===== config.mk =====
export PLATFORM = sky130hd
export DESIGN_NAME = sdctrl_top
export DESIGN_NICKNAME = d
export VERILOG_FILES = /design/src/hw/sdctrl_pkg.sv /design/src/hw/sdctrl_bus_if.sv /design/src/hw/sdctrl_apb_slave.sv /design/src/hw/sdctrl_cmd_tx.sv /design/src/hw/sdctrl_regs.sv /design/src/hw/sdctrl_top.sv
export VERILOG_INCLUDE_DIRS = /design/src /design/src/include
export SDC_FILE = /design/constraint.sdc
export NUM_CORES = 1
export LEC_CHECK = 0
export BUFFER_PORTS_ARGS = -buffer_cell sky130_fd_sc_hd__buf_2
export CAP_MARGIN = 15
export CORE_MARGIN = 2
export CORE_UTILIZATION = 63
export DETAILED_ROUTE_END_ITERATION = 7
export PLACE_DENSITY = 0.85
export SYNTH_ARGS = -nofsm -noshare
export SYNTH_HDL_FRONTEND = slang
export SYNTH_SLANG_ARGS = --single-unit

===== constraint.sdc =====
create_clock -name i_clk -period 7.9 [get_ports i_clk]
set_input_delay 0.395 -clock i_clk [delete_from_list [all_inputs] [get_ports i_clk]]
set_output_delay 0.395 -clock i_clk [all_outputs]
set_load 0.01 [all_outputs]

===== src/include/sdctrl_map.svh =====
// ================================================
// SD host register map, byte offsets in the window
// offsets are 8 bits wide so any window >= 8 bits fits
// gaps up to REG_LAST read zero, beyond it is an error
// ================================================
`ifndef SDCTRL_MAP_SVH
`define SDCTRL_MAP_SVH

`define REG_SCKDIV      8'h00   // sck divider, RW
`define REG_CONTROL     8'h04   // enable, clear, line readback
`define REG_CMD_ARG     8'h0C   // command argument, RW
`define REG_CMD_START   8'h10   // write index to start a command
`define REG_STATUS      8'h14   // read only
`define REG_LAST        `REG_STATUS

`define CTRL_SCLK_ENA   0       // card clock enable
`define CTRL_CLEAR_ERR  1       // write 1 clears overrun, reads 0
`define CTRL_CMD_LINE   4       // CMD line level, read only
`define CTRL_BUSY       8       // transmitter busy, read only
`define START_PENDING   8       // request not yet accepted
`define STAT_OVERRUN    4       // sticky overrun flag

`endif


===== src/hw/sdctrl_pkg.sv =====
// ================================================
// shared types of the SD command controller
// widths here are fixed, the window size is not
// ================================================
`default_nettype none

package sdctrl_pkg;

    typedef logic [11:0] reg_addr_t;    // APB byte address in the window
    typedef logic [31:0] reg_data_t;    // register data word

    // system clocks per sck half period, minus one
    typedef logic [15:0] sck_div_t;

    typedef logic [5:0]  cmd_index_t;   // SD command index
    typedef logic [31:0] cmd_arg_t;     // SD command argument
    typedef logic [6:0]  crc7_t;        // frame CRC
    typedef logic [7:0]  cmd_count_t;   // completed commands, wraps

    // command transmitter FSM
    typedef enum logic [1:0] {
        TX_IDLE      = 2'd0,            // ready for a request
        TX_WAIT_EDGE = 2'd1,            // loaded, waiting for a falling strobe
        TX_SHIFT     = 2'd2,            // frame bits on the line
        TX_DONE      = 2'd3             // one clock, end of frame
    } tx_state_t;

    // start, dir, index, arg, crc, end
    localparam int CMD_FRAME_BITS = 48;

    // x^7 + x^3 + 1 with the x^7 term implied
    localparam crc7_t CRC7_POLY = 7'h09;

endpackage

`default_nettype wire


===== src/hw/sdctrl_bus_if.sv =====
// ================================================
// internal buses of the SD controller
// register bus: one request, response next cycle
// command bus: valid/ready, payload held while valid
// ================================================
`timescale 1ns/1ps
`default_nettype none

interface sdctrl_bus_if import sdctrl_pkg::*; ();
    logic      req_valid;               // one-cycle request pulse
    reg_addr_t req_addr;
    logic      req_write;
    reg_data_t req_wdata;
    logic      resp_valid;              // exactly one cycle after req_valid
    reg_data_t resp_rdata;
    logic      resp_err;

    modport master (output req_valid, req_addr, req_write, req_wdata,
                    input  resp_valid, resp_rdata, resp_err);
    modport slave  (input  req_valid, req_addr, req_write, req_wdata,
                    output resp_valid, resp_rdata, resp_err);
endinterface

interface sdctrl_cmd_if import sdctrl_pkg::*; ();
    logic       cmd_valid;
    logic       cmd_ready;              // only high while the transmitter is idle
    cmd_index_t cmd_index;
    cmd_arg_t   cmd_arg;

    modport source (output cmd_valid, cmd_index, cmd_arg, input cmd_ready);
    modport sink   (input  cmd_valid, cmd_index, cmd_arg, output cmd_ready);
endinterface

`default_nettype wire


===== src/hw/sdctrl_apb_slave.sv =====
// ================================================
// APB slave, no wait states beyond a fixed two
// every transfer is setup plus two access cycles
// address bits at and above ADDR_BITS are ignored
// ================================================
`timescale 1ns/1ps
`default_nettype none

module sdctrl_apb_slave import sdctrl_pkg::*; #(
    parameter int ADDR_BITS = 12                    // window size, 8..12
) (
    input  wire            i_clk,
    input  wire            i_nrst,
    input  wire            i_psel,
    input  wire            i_penable,
    input  wire            i_pwrite,
    input  wire reg_addr_t i_paddr,
    input  wire reg_data_t i_pwdata,
    output logic           o_pready,
    output reg_data_t      o_prdata,
    output logic           o_pslverr,
    sdctrl_bus_if.master   bus
);

    logic setup_ph;                                 // APB setup cycle
    logic req_q;                                    // request pulse
    logic wait_resp;                                // request out, response due

    assign setup_ph = i_psel && !i_penable;

    // phase tracker, one request per setup phase
    always_ff @(posedge i_clk or negedge i_nrst) begin
        if (!i_nrst) begin
            req_q     <= 1'b0;
            wait_resp <= 1'b0;
        end else begin
            req_q <= setup_ph && !wait_resp;        // lands in the first access cycle
            if (req_q) begin
                wait_resp <= 1'b1;
            end else if (bus.resp_valid) begin
                wait_resp <= 1'b0;                  // transfer completes here
            end
        end
    end

    // request payload, APB holds it stable from setup on
    always_ff @(posedge i_clk) begin
        if (setup_ph) begin
            bus.req_addr  <= reg_addr_t'(i_paddr[ADDR_BITS-1:0]);
            bus.req_write <= i_pwrite;
            bus.req_wdata <= i_pwdata;
        end
    end

    assign bus.req_valid = req_q;

    // response is registered in the register file, second access cycle
    assign o_pready  = wait_resp && bus.resp_valid;
    assign o_prdata  = bus.resp_rdata;
    assign o_pslverr = o_pready && bus.resp_err;    // only meaningful with pready

endmodule

`default_nettype wire


===== src/hw/sdctrl_cmd_tx.sv =====
// ================================================
// SD command frame transmitter
// bits change on falling sck strobes only, the card
// samples on the next rising edge of sck
// no request is taken while a frame is in flight
// ================================================
`timescale 1ns/1ps
`default_nettype none

module sdctrl_cmd_tx import sdctrl_pkg::*; (
    input  wire        i_clk,
    input  wire        i_nrst,
    input  wire        i_sck_negedge,
    sdctrl_cmd_if.sink cmd,
    output logic       o_sd_cmd,                    // idles high
    output logic       o_busy,
    output tx_state_t  o_state,
    output logic       o_done                       // one clock at frame end
);

    localparam int CRC_FIRST = CMD_FRAME_BITS - 8;  // first CRC bit position
    localparam int END_BIT   = CMD_FRAME_BITS - 1;

    tx_state_t            state;
    logic [5:0]           bit_cnt;                  // next frame bit to drive
    logic [CRC_FIRST-1:0] shreg;                    // start, dir, index, arg
    crc7_t                crc;
    logic                 accept;
    logic                 bit_step;                 // drive one bit this cycle

    function automatic crc7_t crc7_next(input crc7_t c, input logic b);
        logic fb;
        fb = b ^ c[6];
        return {c[5:0], 1'b0} ^ (fb ? CRC7_POLY : 7'h00);
    endfunction

    assign accept   = cmd.cmd_valid && cmd.cmd_ready;
    assign bit_step = i_sck_negedge && (state == TX_WAIT_EDGE || state == TX_SHIFT)
                      && (bit_cnt < 6'(CMD_FRAME_BITS));

    always_ff @(posedge i_clk or negedge i_nrst) begin
        if (!i_nrst) begin
            state    <= TX_IDLE;
            bit_cnt  <= '0;
            o_sd_cmd <= 1'b1;
        end else begin
            case (state)
                TX_IDLE: begin
                    if (accept) begin
                        state   <= TX_WAIT_EDGE;
                        bit_cnt <= '0;
                    end
                end
                TX_WAIT_EDGE: if (i_sck_negedge) state <= TX_SHIFT;
                TX_SHIFT: begin
                    // last bit has had a full sck period
                    if (i_sck_negedge && bit_cnt == 6'(CMD_FRAME_BITS)) begin
                        state <= TX_DONE;
                    end
                end
                TX_DONE: state <= TX_IDLE;
                default: state <= TX_IDLE;
            endcase
            if (bit_step) begin
                bit_cnt <= bit_cnt + 1'b1;
                if (bit_cnt < CRC_FIRST) begin
                    o_sd_cmd <= shreg[CRC_FIRST-1];
                end else if (bit_cnt < END_BIT) begin
                    o_sd_cmd <= crc[6];
                end else begin
                    o_sd_cmd <= 1'b1;               // end bit
                end
            end
        end
    end

    // frame payload and running CRC
    always_ff @(posedge i_clk) begin
        if (accept) begin
            shreg <= {1'b0, 1'b1, cmd.cmd_index, cmd.cmd_arg};
            crc   <= '0;
        end else if (bit_step) begin
            if (bit_cnt < CRC_FIRST) begin
                crc   <= crc7_next(crc, shreg[CRC_FIRST-1]);
                shreg <= shreg << 1;
            end else begin
                crc <= crc << 1;                    // CRC goes out MSB first
            end
        end
    end

    assign cmd.cmd_ready = (state == TX_IDLE);
    assign o_busy        = (state != TX_IDLE);
    assign o_state       = state;
    assign o_done        = (state == TX_DONE);

endmodule

`default_nettype wire


===== src/hw/sdctrl_regs.sv =====
// ================================================
// register file, sck scaler and command request issue
// sck toggles every divider+1 clocks while enabled
// a start while a request is pending is dropped
// and sets the sticky overrun flag
// ================================================
`timescale 1ns/1ps
`default_nettype none

`include "sdctrl_map.svh"

module sdctrl_regs import sdctrl_pkg::*; #(
    parameter int ADDR_BITS = 12                    // window size, at least 8
) (
    input  wire            i_clk,
    input  wire            i_nrst,
    input  wire            i_sd_cmd,                // CMD line, asynchronous
    sdctrl_bus_if.slave    bus,
    sdctrl_cmd_if.source   cmd,
    output logic           o_sck,
    output logic           o_sck_posedge,           // cycle before sck rises
    output logic           o_sck_negedge,           // cycle before sck falls
    input  wire            i_tx_busy,
    input  wire tx_state_t i_tx_state,
    input  wire            i_tx_done
);

    localparam logic [ADDR_BITS-1:0] A_SCKDIV    = ADDR_BITS'(`REG_SCKDIV);
    localparam logic [ADDR_BITS-1:0] A_CONTROL   = ADDR_BITS'(`REG_CONTROL);
    localparam logic [ADDR_BITS-1:0] A_CMD_ARG   = ADDR_BITS'(`REG_CMD_ARG);
    localparam logic [ADDR_BITS-1:0] A_CMD_START = ADDR_BITS'(`REG_CMD_START);
    localparam logic [ADDR_BITS-1:0] A_STATUS    = ADDR_BITS'(`REG_STATUS);
    localparam logic [ADDR_BITS-1:0] A_LAST      = ADDR_BITS'(`REG_LAST);

    logic [ADDR_BITS-1:0] addr;
    logic       wr_en;                              // legal write this cycle
    logic       start_wr;
    logic       pending;                            // valid and not taken this cycle
    logic       bad_acc;
    reg_data_t  rdata;
    sck_div_t   sck_div;
    sck_div_t   scaler_cnt;
    logic       sclk_ena;
    logic       level;                              // sck level
    logic       tick;                               // sck toggles after this cycle
    cmd_arg_t   arg_reg;                            // firmware view of the argument
    cmd_arg_t   pend_arg;                           // argument of the issued request
    cmd_index_t last_index;
    logic       cmd_valid_q;
    logic       overrun;
    cmd_count_t cmd_count;
    logic [1:0] sd_cmd_sync;                        // 2-flop synchronizer

    assign addr     = bus.req_addr[ADDR_BITS-1:0];
    assign bad_acc  = (addr > A_LAST) || (bus.req_write && addr == A_STATUS);
    assign wr_en    = bus.req_valid && bus.req_write && !bad_acc;
    assign start_wr = wr_en && addr == A_CMD_START;
    assign pending  = cmd_valid_q && !cmd.cmd_ready;

    // read mux, sampled in the request cycle
    always_comb begin
        rdata = '0;
        case (addr)
            A_SCKDIV:    rdata[15:0] = sck_div;
            A_CONTROL: begin
                rdata[`CTRL_SCLK_ENA] = sclk_ena;
                rdata[`CTRL_CMD_LINE] = sd_cmd_sync[1];
                rdata[`CTRL_BUSY]     = i_tx_busy;
            end
            A_CMD_ARG:   rdata = arg_reg;
            A_CMD_START: begin
                rdata[5:0]            = last_index;
                rdata[`START_PENDING] = cmd_valid_q;
            end
            A_STATUS: begin
                rdata[3:0]           = 4'(i_tx_state);
                rdata[`STAT_OVERRUN] = overrun;
                rdata[15:8]          = cmd_count;
            end
            default: ;                              // holes read zero
        endcase
    end

    assign tick          = sclk_ena && (scaler_cnt == sck_div);
    assign o_sck         = level;
    assign o_sck_posedge = tick && !level;
    assign o_sck_negedge = tick && level;

    assign cmd.cmd_valid = cmd_valid_q;
    assign cmd.cmd_index = last_index;
    assign cmd.cmd_arg   = pend_arg;

    always_ff @(posedge i_clk or negedge i_nrst) begin
        if (!i_nrst) begin
            bus.resp_valid <= 1'b0;
            bus.resp_err   <= 1'b0;
            sck_div        <= '0;
            scaler_cnt     <= '0;
            sclk_ena       <= 1'b0;
            level          <= 1'b0;
            arg_reg        <= '0;
            last_index     <= '0;
            cmd_valid_q    <= 1'b0;
            overrun        <= 1'b0;
            cmd_count      <= '0;
            sd_cmd_sync    <= 2'b11;                // idle CMD line is high
        end else begin
            bus.resp_valid <= bus.req_valid;
            bus.resp_err   <= bus.req_valid && bad_acc;
            sd_cmd_sync    <= {sd_cmd_sync[0], i_sd_cmd};
            if (tick) begin
                scaler_cnt <= '0;
                level      <= !level;
            end else if (sclk_ena) begin
                scaler_cnt <= scaler_cnt + 1'b1;
            end
            if (wr_en && addr == A_SCKDIV) begin
                sck_div    <= bus.req_wdata[15:0];
                scaler_cnt <= '0;                   // restart the half period
            end
            if (wr_en && addr == A_CONTROL) begin
                sclk_ena <= bus.req_wdata[`CTRL_SCLK_ENA];
                if (bus.req_wdata[`CTRL_CLEAR_ERR]) begin
                    overrun <= 1'b0;
                end
            end
            if (wr_en && addr == A_CMD_ARG) begin
                arg_reg <= bus.req_wdata;
            end
            if (cmd_valid_q && cmd.cmd_ready) begin
                cmd_valid_q <= 1'b0;                // handed to the transmitter
            end
            if (start_wr) begin
                if (pending) begin
                    overrun <= 1'b1;                // dropped, old request kept
                end else begin
                    cmd_valid_q <= 1'b1;
                    last_index  <= bus.req_wdata[5:0];
                end
            end
            if (i_tx_done) begin
                cmd_count <= cmd_count + 1'b1;
            end
        end
    end

    // response data and latched argument
    always_ff @(posedge i_clk) begin
        bus.resp_rdata <= rdata;
        if (start_wr && !pending) begin
            pend_arg <= arg_reg;
        end
    end

endmodule

`default_nettype wire


===== src/hw/sdctrl_top.sv =====
// ================================================
// SD command controller top, APB in, CMD/CLK out
// no response path and no DAT lines
// ADDR_BITS sets the decoded window, 8..12
// ================================================
`timescale 1ns/1ps
`default_nettype none

module sdctrl_top import sdctrl_pkg::*; #(
    parameter int ADDR_BITS = 12
) (
    input  wire            i_clk,
    input  wire            i_nrst,
    input  wire            i_psel,
    input  wire            i_penable,
    input  wire            i_pwrite,
    input  wire reg_addr_t i_paddr,
    input  wire reg_data_t i_pwdata,
    output logic           o_pready,
    output reg_data_t      o_prdata,
    output logic           o_pslverr,
    input  wire            i_sd_cmd,
    output logic           o_sd_clk,
    output logic           o_sd_cmd,
    output logic           o_sd_busy
);

    logic      sck_negedge;
    logic      tx_busy;
    tx_state_t tx_state;
    logic      tx_done;

    sdctrl_bus_if bus_if ();
    sdctrl_cmd_if cmd_if ();

    sdctrl_apb_slave #(
        .ADDR_BITS (ADDR_BITS)
    ) apb_i (
        .i_clk     (i_clk),
        .i_nrst    (i_nrst),
        .i_psel    (i_psel),
        .i_penable (i_penable),
        .i_pwrite  (i_pwrite),
        .i_paddr   (i_paddr),
        .i_pwdata  (i_pwdata),
        .o_pready  (o_pready),
        .o_prdata  (o_prdata),
        .o_pslverr (o_pslverr),
        .bus       (bus_if.master)
    );

    sdctrl_regs #(
        .ADDR_BITS (ADDR_BITS)
    ) regs_i (
        .i_clk         (i_clk),
        .i_nrst        (i_nrst),
        .i_sd_cmd      (i_sd_cmd),
        .bus           (bus_if.slave),
        .cmd           (cmd_if.source),
        .o_sck         (o_sd_clk),
        .o_sck_posedge (),                          // frame bits move on falling strobes only
        .o_sck_negedge (sck_negedge),
        .i_tx_busy     (tx_busy),
        .i_tx_state    (tx_state),
        .i_tx_done     (tx_done)
    );

    sdctrl_cmd_tx tx_i (
        .i_clk         (i_clk),
        .i_nrst        (i_nrst),
        .i_sck_negedge (sck_negedge),
        .cmd           (cmd_if.sink),
        .o_sd_cmd      (o_sd_cmd),
        .o_busy        (tx_busy),
        .o_state       (tx_state),
        .o_done        (tx_done)
    );

    assign o_sd_busy = tx_busy;

endmodule

`default_nettype wire


# Word level (Yosys, flattened, before mapping)
# Index checks and enable logic that the tools add are counted.
# classes
n_reduce_logical	41
n_bitwise	3
add_sub_neg	3
n_mux	33
eq_ne	12
div_mod_pow	0
n_lt_le_gt_ge	4
n_shift	0
n_mul	0
# op_table
op	count
38-bit two-way mux	3
16-bit two-way mux	3
12-bit by 5-bit equality test with 1-bit output, second input constant	2
7-bit one-hot mux with 3 select lines	1
1-bit logical AND	20
6-bit < comparator, second input constant	3
6-bit two-way mux	3
16-bit by 1-bit adder with 16-bit output, second input constant	1
16-bit equality test	1
1-bit one-hot mux with 5 select lines	3
12-bit by 3-bit equality test with 1-bit output, second input constant	1
12-bit by 4-bit equality test with 1-bit output, second input constant	1
12-bit by 5-bit greater-than comparator with 1-bit output, second input constant	1
12-bit zero test	1
3-bit one-hot mux with 4 select lines	1
1-bit two-way mux	11
2-bit nonzero test	5
8-bit by 1-bit adder with 8-bit output, second input constant	1
2-bit one-hot mux with 4 select lines	1
2-bit AND reduction	4
7-bit two-way mux	1
7-bit bitwise XOR	1
6-bit by 1-bit adder with 6-bit output, second input constant	1
6-bit equality test, second input constant	1
15 further kinds	25
# word_totals
memories	0
mem_bits_rw	0
rom_bits	0
regBits	253
inputBits	50
latchBits	0
output_inout_bits	37

# Depth between registers and ports, before layout
# Gate-level depths: netlist of run 1.
# logic_depth
word_depth	9
depth_mapped	8
ltp_nobuf	7

# Modules after synthesis
# From an unflattened synthesis of run 1, not the netlist that was laid out.
# unflattened
cells_unflattened	748
hier_area_um2	9879.5
# by_module_without_submodules
mod	n_inst	cells_per_inst	area_per_inst_um2
sdctrl_regs	1	406	5684.2
sdctrl_cmd_tx	1	257	2508.7
sdctrl_apb_slave	1	85	1686.6

# Worst setup path after synthesis of run 1
# No wires, ideal clock.
# synth_path
path_kind	register to register
startpoint	reg apb_i.bus.req_addr[9]
endpoint	reg regs_i.pend_arg[0], in the netlist regs_i.cmd.cmd_arg[0], enable pin
t_arrival_ps	2978
slack_ps	4491
n_path_buf	0
t_required_ps	7468
path_stages_with_launch	6
synth_period_minus_slack_ps	3409
setup_time_ps	432
path_cell_list	edfxtp_1 > nor4_4 > nand3_4 > nor4_4 > nand2_1 > a21oi_1
# synth_between
elab_chain_len	7
# synth_lines
element	line	rtl
start, declared	sdctrl_bus_if.sv:18	modport master (output req_valid, req_addr, req_write, req_wdata,
start signal, assigned	sdctrl_apb_slave.sv:49	bus.req_addr <= reg_addr_t'(i_paddr[ADDR_BITS-1:0]);
branches (longest 5 deep; another with 12-bit by 5-bit greater-than comparator with 1-bit output)	-	
1-bit logical AND (*)	sdctrl_regs.sv:57	assign start_wr = wr_en && addr == A_CMD_START;
1-bit logical AND (*)	sdctrl_regs.sv:150	if (start_wr && !pending) begin
end signal, assigned	sdctrl_regs.sv:151	pend_arg <= arg_reg;
end, declared	sdctrl_regs.sv:47	cmd_arg_t pend_arg;
# Mark *: on every way between the ends.
# A chain may end at the register's enable or synchronous reset.

# Final worst setup path of run 1
# layout_path
startpoint	reg apb_i.bus.req_addr[9]
endpoint	reg regs_i.pend_arg[5], in the netlist regs_i.cmd.cmd_arg[5], enable pin
# Same word-level chain as after synthesis.

==> qor_table.md, run 1 <==
| Step | Metric | Reported |
| --- | --- | --- |
| cts | Clock latency reported for the late side of the worst-skew pair | 510 ps |
| placement | Detail Placement HPWL | 12,600 um |
| synthesis | Synth area leaders | sky130_fd_sc_hd__edfxtp_1, sky130_fd_sc_hd__dfrtp_1, sky130_fd_sc_hd__dfxtp_1, sky130_fd_sc_hd__nand2_1, sky130_fd_sc_hd__mux2_1 |
| synthesis | Number of flops mapped to enable cells by yosys | 115 |
| floorplanning | Total core area | 15,100 um2 |
| timing | PnR worst setup slack | 4860 ps |
| finish | Share of layout cells above drive strength 1 | 0.203 |
| cts | Root Driver | sky130_fd_sc_hd__clkbuf_16 |
| power and ir drop | Cell Pwr Density | 241 nW/um2 |
| cts | Number of buffers created by CTS | 25 |
| finish | Number of antenna repair diodes | 0 |
| route | Number of DRC markers in iteration 0 | 648 |
| timing | Post-route worst hold slack | 58.3 ps |
| cts | Number of buffers inserted by post-CTS setup repair | 0 |
| finish | Number of filler cells placed in the layout | 903 |
| synthesis | Warnings, synthesis | 0 |
| timing | Layout Skew | 8.79 ps |
| worst setup path | Crit-path leading delay family | simple AND/OR/NAND/NOR gates |
| synthesis | Commonest cells in the netlist | sky130_fd_sc_hd__nand2_1, sky130_fd_sc_hd__edfxtp_1, sky130_fd_sc_hd__dfrtp_1 |
| route | First-pass DRT Iterations | 5 |
| synthesis | Dominant cell type by area after synthesis | sky130_fd_sc_hd__edfxtp_1 |
| synthesis | Syn Nets | 776 |
| timing | Slew Limit Headroom | 0.280 |
| floorplanning | Horizontal die dimension | 128 um |
| finish | Share of the core filled with cells | 0.735 |
| finish | Max reg flops | 40 |
| placement | Routability-driven placement congestion ratio | 0.854 |
| placement | Buffers on Ports | 86 |
| synthesis | Xor-xnor portion of the synthesized cell area | 0.0341 |
| power and ir drop | Maximum ir drop on the vdd rail | 0.242 mV |
| floorplanning | Ports | 87 |
| worst setup path | Most frequent cell on the critical path | sky130_fd_sc_hd__nor4_4 |
| cts | CTS tree | done |
| finish | Area growth from synthesis to layout | 14.2% |
| worst setup path | Data arrival at the endpoint of the critical path | 3160 ps |
| worst setup path | Crit end category | register |
| finish | Final layout net count | 873 |
| timing | Period Utilization, post-route | 0.384 |
| timing | Minimum clock period | 3040 ps |
| hold path | Worst hold path type | input pin to register |
| synthesis | Area of the mapped netlist | 9750 um2 |
| global routing | Via count of the first global-routing pass | 6,196 |
| worst setup path | Req. time, crit path | 8030 ps |
| synthesis | Cells after synthesis | 717 |
| worst setup path | Critical-path cell list | nor4_4, nand3_4, nor4_4, nand2_1, a21oi_4 |
| synthesis | Most used flip-flop cell after synthesis | sky130_fd_sc_hd__edfxtp_1 |
| synthesis | Main combinational cell family by area after synthesis | simple AND/OR/NAND/NOR gates |
| timing | Final count of negative-setup-slack endpoints | 0 |
| synthesis | Synth cell types | 57 |
| cts | Clock sink total | 253 |
| route | Final routed DRC violation total | 0 |
| timing | Timing-limited maximum frequency | 329 MHz |
| finish | Final Cell Area | 11,100 um2 |
| global routing | Antenna violations before repair | 0 |
| global routing | Global-route wire length before repair | 32,100 um |
| worst setup path | Delay contributed by the slowest stage of the critical path | 870 ps |
| floorplanning | Total die area | 16,500 um2 |
| worst setup path | Cell with the largest stage delay on the worst path | sky130_fd_sc_hd__a21oi_4 |
| finish | Combined area of the multi-input logic cells | 2840 um2 |
| cts | Level count of the clock H-tree | 1 |
| global routing | Largest net degree at the start of global routing | 51 |
| global routing | GR Overflow Total | 0 |
| worst setup path | CP Buf/Inv Count | 0 |
| floorplanning | Standard-cell rows | 45 |
| route | Vias | 5,978 |
| synthesis | Post-Synth Simple-Gate Area | 0.127 |
| timing | Actual slew at the worst max-slew pin | 1080 ps |
| finish | FF/Latch Area | 6710 um2 |
| synthesis | Share of synthesized area spent on multiplexers | 0.0791 |
| synthesis | Mean cell area of the mapped netlist | 13.6 um2 |
| timing | Total count of max-transition violations in the final report | 0 |
| placement | Post-Place Worst Slack | 4860 ps |
| synthesis | Adder-cell area share of the yosys netlist | 0.0116 |
| floorplanning | Die height | 128 um |
| timing | Setup total negative slack | 0 ps |
| flow run | Number of max-capacitance violations reported | 0 |
| route | Final Routed Wirelength | 20,300 um |
| synthesis | Most instantiated library cell after synthesis | sky130_fd_sc_hd__nand2_1 |
| timing | RSZ-0062 raised after global routing | false |
| timing | Final hold vios | 0 |
| synthesis | Number of storage elements in the synthesis netlist | 253 |
| floorplanning | Starting utilization of the core area | 0.644 |
| route | Detail Route Antenna Nets | 0 |
| power and ir drop | Leak | 4.86 nW |
| worst setup path | Crit Path Class | register to register |
| route | Routed length per instance | 19.9 um |
| cts | Reg clk slew, reported paths | 60 ps |
| global routing | GRT Resource Usage Total | 0.252 |
| cts | Number of gates resized after cts | 0 |
| synthesis | Sequential cell area fraction in the yosys report | 0.688 |
| placement | Post-place instance area | 10,400 um2 |
| worst setup path | Sort of element at the start of the critical path | register |
| synthesis | Area fraction in compound gates after synthesis | 0.0367 |
| synthesis | Share of the synthesized area in the top cell type | 0.354 |
| cts | Clock tree buffer depth | 3 |
| finish | Largest register by flop count | tx_i.shreg |
| worst setup path | Critical Path Fanout Max | 32 |
| route | Detail-routed via count per cell | 5.86 |
| outcome | Outcome | finished, final reports clean |
| synthesis | Ys async rst share | 0.383 |
-- path summary, 6_finish.rpt --
check                           cells after the start                             from  slack [ps]                                to
worst max-delay path                                5  apb_i.bus.req_addr[9]$_DFFE_PP_        4860   regs_i.cmd.cmd_arg[5]$_DFFE_PP_
worst min-delay path                                1                      i_pwdata[4]          60  apb_i.bus.req_wdata[4]$_DFFE_PP_
worst max register to register                      5  apb_i.bus.req_addr[9]$_DFFE_PP_        4860   regs_i.cmd.cmd_arg[5]$_DFFE_PP_
worst min register to register                      0  regs_i.sd_cmd_sync[0]$_DFF_PN1_         360   regs_i.sd_cmd_sync[1]$_DFF_PN1_
max in group asynchronous                           3                           i_nrst        6350     regs_i.sck_div[5]$_DFFE_PN0N_
min in group asynchronous                           2                           i_nrst         470       apb_i.wait_resp$_DFFE_PN0P_
-- kinds of logic (layout without fill, tap and decap cells) --
logic type,after synthesis,in the layout
mux,66,66
compound gates,47,47
flops,253,253
simple gates,255,255
buf+inv,49,164
fa+ha+maj,9,9
xor+xnor,38,38
-- what timing repair did --
| item | in CTS | in global routing |
|---|---|---|
| hold buffers | 2 | 0 |
| endpoints found under the setup margin | 0 | 0 |
| hold endpoints to repair | 50 | 0 |
-- stage by stage --
step | total power, W | std cells
5_1_grt | 0.00276 | 1020
4_1_cts | 0.00269 | 1020
2_1_floorplan | 0.00154 | 717
6_report | 0.00268 | 1020
3_5_place_dp | 0.00161 | 973
3_3_place_gp | 0.00159 | 973
-- metal layers --
layer | global-route usage | wire, um
met5 | 0 | 0
met4 | 0.0814 | 492
met3 | 0.0432 | 1260
met1 | 0.330 | 8080
met2 | 0.436 | 10500
-- report_power, final --
| part | internal (W) | switching, W | total, W |
|---|---|---|---|
| sequential | 0.00141 | 0.0000405 | 0.00145 |
| clock | 0.000625 | 0.000472 | 0.00110 |
| combinational | 0.0000534 | 0.0000819 | 0.000135 |
| total | 0.00209 | 0.000594 | 0.00268 |
-- placed cells by master (no fill, tap or decap), types with 2 or more instances in the layout --
cell | Yosys | layout
sky130_fd_sc_hd__a21o_1 | 3 | 3
sky130_fd_sc_hd__a21oi_1 | 5 | 4
sky130_fd_sc_hd__a222oi_1 | 11 | 11
sky130_fd_sc_hd__a22o_1 | 3 | 3
sky130_fd_sc_hd__a22oi_1 | 7 | 7
sky130_fd_sc_hd__and2_1 | 20 | 20
sky130_fd_sc_hd__and3_1 | 5 | 5
sky130_fd_sc_hd__buf_2 | 3 | 85
sky130_fd_sc_hd__buf_4 | 3 | 9
sky130_fd_sc_hd__clkbuf_1 | 14 | 8
sky130_fd_sc_hd__clkbuf_16 | 0 | 25
sky130_fd_sc_hd__clkinv_1 | 0 | 7
sky130_fd_sc_hd__dfrtp_1 | 94 | 94
sky130_fd_sc_hd__dfstp_2 | 3 | 3
sky130_fd_sc_hd__dfxtp_1 | 41 | 41
sky130_fd_sc_hd__dlygate4sd3_1 | 0 | 2
sky130_fd_sc_hd__edfxtp_1 | 115 | 115
sky130_fd_sc_hd__ha_1 | 9 | 9
sky130_fd_sc_hd__inv_1 | 22 | 22
sky130_fd_sc_hd__mux2_1 | 31 | 31
sky130_fd_sc_hd__mux2_2 | 17 | 17
sky130_fd_sc_hd__mux2_4 | 10 | 10
sky130_fd_sc_hd__mux2i_1 | 8 | 8
sky130_fd_sc_hd__nand2_1 | 148 | 148
sky130_fd_sc_hd__nand3_1 | 13 | 13
sky130_fd_sc_hd__nand3b_1 | 2 | 2
sky130_fd_sc_hd__nand4_1 | 11 | 11
sky130_fd_sc_hd__nor2_1 | 32 | 32
sky130_fd_sc_hd__nor2b_1 | 3 | 2
sky130_fd_sc_hd__nor3_1 | 3 | 3
sky130_fd_sc_hd__nor3_2 | 3 | 3
sky130_fd_sc_hd__nor4_4 | 3 | 4
sky130_fd_sc_hd__o21ai_0 | 7 | 7
sky130_fd_sc_hd__xnor2_1 | 33 | 33
sky130_fd_sc_hd__xor2_1 | 5 | 5
-- cell type report --
class / instances / share of cell area
clock buffers: 34 / 0.0601
clock inverters: 11 / 0.00719
inverters: 23 / 0.00776
multi-input cells: 415 / 0.255
flip-flops and latches: 253 / 0.602
well taps: 188 / 0.0211
repair buffers: 96 / 0.0461
No activity file was read; power rests on OpenSTA's default activity.
==> run 2: changes to the inputs <==
- ABC_AREA: default -> 1
- CORE_UTILIZATION: 63 -> 59
- PLACE_DENSITY: 0.85 -> 0.8
- clock period: 7.9 -> 3.14 ns (I/O delays scaled with it)
==> qor_table.md, run 2 <==
| Step | Metric | Reported | vs previous |
| --- | --- | --- | --- |
| worst setup path | Source of the worst register-to-register timing path | regs_i.sclk_ena$_DFFE_PN0P_ |  |
| route | Vias | 7,328 | +23% |
| hold path | Cell count of the worst hold path | 3 | +2 |
| timing | Timing-limited maximum frequency | 418 MHz | +27% |
| worst setup path | Most frequent cell on the critical path | sky130_fd_sc_hd__nor2_4 |  |
| finish | Leading cell types in the layout, fill and taps excluded | sky130_fd_sc_hd__nand2_1, sky130_fd_sc_hd__inv_1, sky130_fd_sc_hd__edfxtp_1 |  |
| cts | Clock tree buffer depth | 3 | unchanged |
| hold path | Hold path start | i_psel |  |
| worst setup path | Critical Path Fanout Max | 38 | +19% |
| worst setup path | Sort of element at the start of the critical path | register |  |
| finish | Final layout net count | 1,203 | +38% |
| timing | Final hold vios | 0 | unchanged |
| finish | Largest register by flop count | tx_i.shreg |  |
| timing | Total count of max-transition violations in the final report | 0 | unchanged |
| power and ir drop | Cell Pwr Density | 586 nW/um2 | +140% |
| hold path | Worst hold path type | input pin to register |  |
| power and ir drop | Sequential power share | 0.494 | -0.047 |
| cts | Reg clk slew, reported paths | 70 ps | about the same |
| synthesis | Syn Nets | 1,050 | +35% |
| power and ir drop | Comb power frac | 0.055 | +0.005 |
| floorplanning | Total core area | 17,200 um2 | +14% |
| timing | RSZ-0062 raised after global routing | false |  |
| worst setup path | Critical-path cell list | inv_2, nor2_1, nand3b_1, nor2_4, nand3_4, nor2_4, nand3_1, nand2_1, buf_4 |  |
| finish | Most common cell after layout, fill and taps aside | sky130_fd_sc_hd__nand2_1 |  |
| route | Detail Route Antenna Nets | 0 | unchanged |
| worst setup path | Crit end category | register |  |
| synthesis | Cells after synthesis | 991 | +38% |
| finish | Max reg flops | 40 | unchanged |
| timing | Post-route worst hold slack | 108 ps | +49.5 ps |
| route | First-pass DRT Iterations | 5 | unchanged |
| synthesis | Commonest cells in the netlist | sky130_fd_sc_hd__nand2_1, sky130_fd_sc_hd__inv_1, sky130_fd_sc_hd__edfxtp_1 |  |
| worst setup path | Req. time, crit path | 3320 ps | -4710 ps |
| placement | Detail Placement HPWL | 14,800 um | +17% |
| global routing | Antenna violations before repair | 1 | +1 |
| timing | Setup total negative slack | 0 ps | unchanged |
| finish | Number of filler cells placed in the layout | 1,116 | +24% |
| timing | Layout Skew | 15.8 ps | +7.02 ps |
| floorplanning | Die height | 137 um | +6.3% |
| finish | Area growth from synthesis to layout | 20.2% |  |
| timing | Period Utilization, post-route | 0.762 | +0.378 |
| route | Final Routed Wirelength | 22,700 um | +12% |
| hold path | End of the worst hold path | apb_i.bus.req_wdata[8]$_DFFE_PP_ |  |
| synthesis | Most used flip-flop cell after synthesis | sky130_fd_sc_hd__edfxtp_1 |  |
| timing | Final count of negative-setup-slack endpoints | 0 | unchanged |
| synthesis | Warnings, synthesis | 0 | unchanged |
| synthesis | Mean cell area of the mapped netlist | 10.5 um2 | -23% |
| route | Detail-routed via count per cell | 5.27 | -10% |
| cts | Number of buffers inserted by post-CTS setup repair | 0 | unchanged |
| synthesis | Synth area leaders | sky130_fd_sc_hd__edfxtp_1, sky130_fd_sc_hd__dfrtp_1, sky130_fd_sc_hd__nand2_1, sky130_fd_sc_hd__dfxtp_1, sky130_fd_sc_hd__inv_1 |  |
| route | Routed length per instance | 16.3 um | -18% |
| placement | Buffers on Ports | 86 | unchanged |
| cts | Clock latency reported for the late side of the worst-skew pair | 550 ps | +40 ps |
| worst setup path | Cell count of the worst reg-to-reg path | 9 | +4 |
| route | Number of DRC markers in iteration 0 | 633 | -2.3% |
| synthesis | Ys async rst share | 0.383 | unchanged |
| synthesis | Most instantiated library cell after synthesis | sky130_fd_sc_hd__nand2_1 |  |
| worst setup path | Register-to-register setup slack | 750 ps | -4120 ps |
| cts | Level count of the clock H-tree | 1 | unchanged |
| global routing | GRT Resource Usage Total | 0.252 | about the same |
| timing | Slew Limit Headroom | 0.486 | +0.206 |
| floorplanning | Total die area | 18,600 um2 | +13% |
| worst setup path | CP Buf/Inv Count | 2 | +2 |
| worst setup path | Data arrival at the endpoint of the critical path | 2580 ps | -580 ps |
| worst setup path | Crit Path Class | register to register |  |
| timing | Actual slew at the worst max-slew pin | 763 ps | -315 ps |
| synthesis | Dominant cell type by area after synthesis | sky130_fd_sc_hd__edfxtp_1 |  |
| finish | Share of layout cells above drive strength 1 | 0.196 | -0.00742 |
| timing | Minimum clock period | 2390 ps | -643 ps |
| cts | Clock sink total | 253 | unchanged |
| placement | Post-place instance area | 11,000 um2 | +6.4% |
| power and ir drop | Part of the total power dissipated in the clock network | 0.450 | +0.041 |
| synthesis | Synth cell types | 48 | -16% |
| placement | Routability-driven placement congestion ratio | 0.940 | +10% |
| floorplanning | Starting utilization of the core area | 0.601 | -0.0423 |
| worst setup path | Crit-path leading delay family | simple AND/OR/NAND/NOR gates |  |
| cts | Number of buffers created by CTS | 27 | +8.0% |
| global routing | Via count of the first global-routing pass | 7,024 | +13% |
| flow run | Number of max-capacitance violations reported | 0 | unchanged |
| synthesis | Number of flops mapped to enable cells by yosys | 115 | unchanged |
| global routing | Global-route wire length before repair | 36,100 um | +12% |
| floorplanning | Standard-cell rows | 48 | +6.7% |
| outcome | Outcome | finished, final reports clean |  |
| global routing | Largest net degree at the start of global routing | 65 | +27% |
| synthesis | Sequential cell area fraction in the yosys report | 0.647 | -0.0409 |
| cts | Total of hold buffers inserted after clock tree synthesis | 49 | +47 |
| power and ir drop | Switch Pwr | 0.00167 W | +180% |
| synthesis | Share of the synthesized area in the top cell type | 0.333 | -0.0211 |
| cts | Root Driver | sky130_fd_sc_hd__clkbuf_16 |  |
| synthesis | Number of storage elements in the synthesis netlist | 253 | unchanged |
| power and ir drop | Leak | 5.48 nW | +13% |
| power and ir drop | Internal power | 0.00563 W | +170% |
| route | Final routed DRC violation total | 0 | unchanged |
| finish | Final Cell Area | 12,500 um2 | +12% |
| global routing | GR Overflow Total | 0 | unchanged |
| worst setup path | Cell with the largest stage delay on the worst path | sky130_fd_sc_hd__dfrtp_1 |  |
| power and ir drop | Switching part of the total power | 0.229 | +0.00778 |
| floorplanning | Ports | 87 | unchanged |
| power and ir drop | PnR Total Power | 0.00730 W | +170% |
| worst setup path | Delay contributed by the slowest stage of the critical path | 470 ps | -400 ps |
| synthesis | Area of the mapped netlist | 10,400 um2 | +6.3% |
| power and ir drop | Maximum ir drop on the vdd rail | 0.492 mV | +100% |
| cts | CTS tree | done |  |
| cts | Number of gates resized after cts | 0 | unchanged |
| floorplanning | Horizontal die dimension | 137 um | +6.3% |
| worst setup path | Endpoint of the worst register-to-register path | tx_i.shreg[32]$_DFFE_PP_ |  |
==> run 2: changes by cell type after synthesis, moves of 12 or more <==
cell / before / now
sky130_fd_sc_hd__a21oi_2: 0 / 16
sky130_fd_sc_hd__and2_1: 20 / 2
sky130_fd_sc_hd__inv_1: 22 / 116
sky130_fd_sc_hd__mux2_1: 31 / 0
sky130_fd_sc_hd__mux2_2: 17 / 0
sky130_fd_sc_hd__nand2_1: 148 / 270
sky130_fd_sc_hd__nand4_1: 11 / 24
sky130_fd_sc_hd__nor2_1: 32 / 87
sky130_fd_sc_hd__nor2_2: 0 / 15
sky130_fd_sc_hd__o21ai_0: 7 / 30
sky130_fd_sc_hd__o21ai_1: 1 / 13
sky130_fd_sc_hd__o21ai_2: 0 / 17
sky130_fd_sc_hd__xnor2_1: 33 / 3
sky130_fd_sc_hd__xor2_1: 5 / 18
==> run 2: power by group through the flow <==
stage	registers [W]	clock network, W	logic (W)
after global placement	0.00367	0	0.000339
after CTS	0.00361	0.00329	0.000401
after global routing	0.00362	0.00345	0.000452
after detailed placement	0.00367	0	0.000352
after floorplan	0.00365	0	0.000208
final	0.00361	0.00329	0.000405
==> run 2: cell type report <==
cell class	count	area (um2)	share of cell area
well taps	225	282	0.0226
diodes	1	2.50	0.000201
clock buffers	34	732	0.0588
multi-input cells	588	3030	0.243
repair buffers	150	1040	0.0832
inverters	124	470	0.0378
clock inverters	16	200	0.0161
flip-flops and latches	253	6710	0.538
==> run 2: cell families after synthesis <==
family / synth area share
buffers and inverters: 0.0620
DFF: 0.647
AOI/OAI and AO/OA: 0.0693
adders and majority gates: 0.0109
and+or+nand+nor: 0.193
xor gates and xnor gates: 0.0177
==> run 2: how the worst max path moves through the flow <==
stage                                           startpoint                              end  cells after the start
after floorplan                                     i_psel  apb_i.bus.req_addr[0]$_DFFE_PP_                      2
after global placement    regs_i.scaler_cnt[2]$_DFFE_PN0P_         tx_i.shreg[21]$_DFFE_PP_                     10
after detailed placement       regs_i.sclk_ena$_DFFE_PN0P_         tx_i.shreg[19]$_DFFE_PP_                      9
after CTS                      regs_i.sclk_ena$_DFFE_PN0P_         tx_i.shreg[32]$_DFFE_PP_                      9
after global routing           tx_i.o_state[1]$_DFFE_PN0P_          tx_i.shreg[3]$_DFFE_PP_                      7
final                          regs_i.sclk_ena$_DFFE_PN0P_         tx_i.shreg[32]$_DFFE_PP_                      9
==> run 2: tightest hold or removal path, delay by kind of cell <==
kind / cells / cell delay (ps)
buf+inv: 2 / 200
simple gates: 1 / 110
==> run 2: per-layer routing <==
| metal | up-vias | global-route usage | wire length, um |
|---|---|---|---|
| li1 | 3536 | - | - |
| met1 | 3491 | 0.351 | 9590 |
| met2 | 273 | 0.417 | 11000 |
| met3 | 28 | 0.0485 | 1830 |
| met4 | 0 | 0.0556 | 286 |
| met5 | - | 0 | 0 |
==> run 2: stage by stage <==
| step | std cells | utilization | setup WS, ps |
|---|---|---|---|
| after floorplan | 991 | - | 587 |
| after global placement | 1291 | 0.640 | 858 |
| after detailed placement | 1291 | 0.640 | 775 |
| after CTS | 1390 | 0.722 | 766 |
| after global routing | 1390 | 0.722 | 495 |
| final | 1391 | 0.723 | 747 |
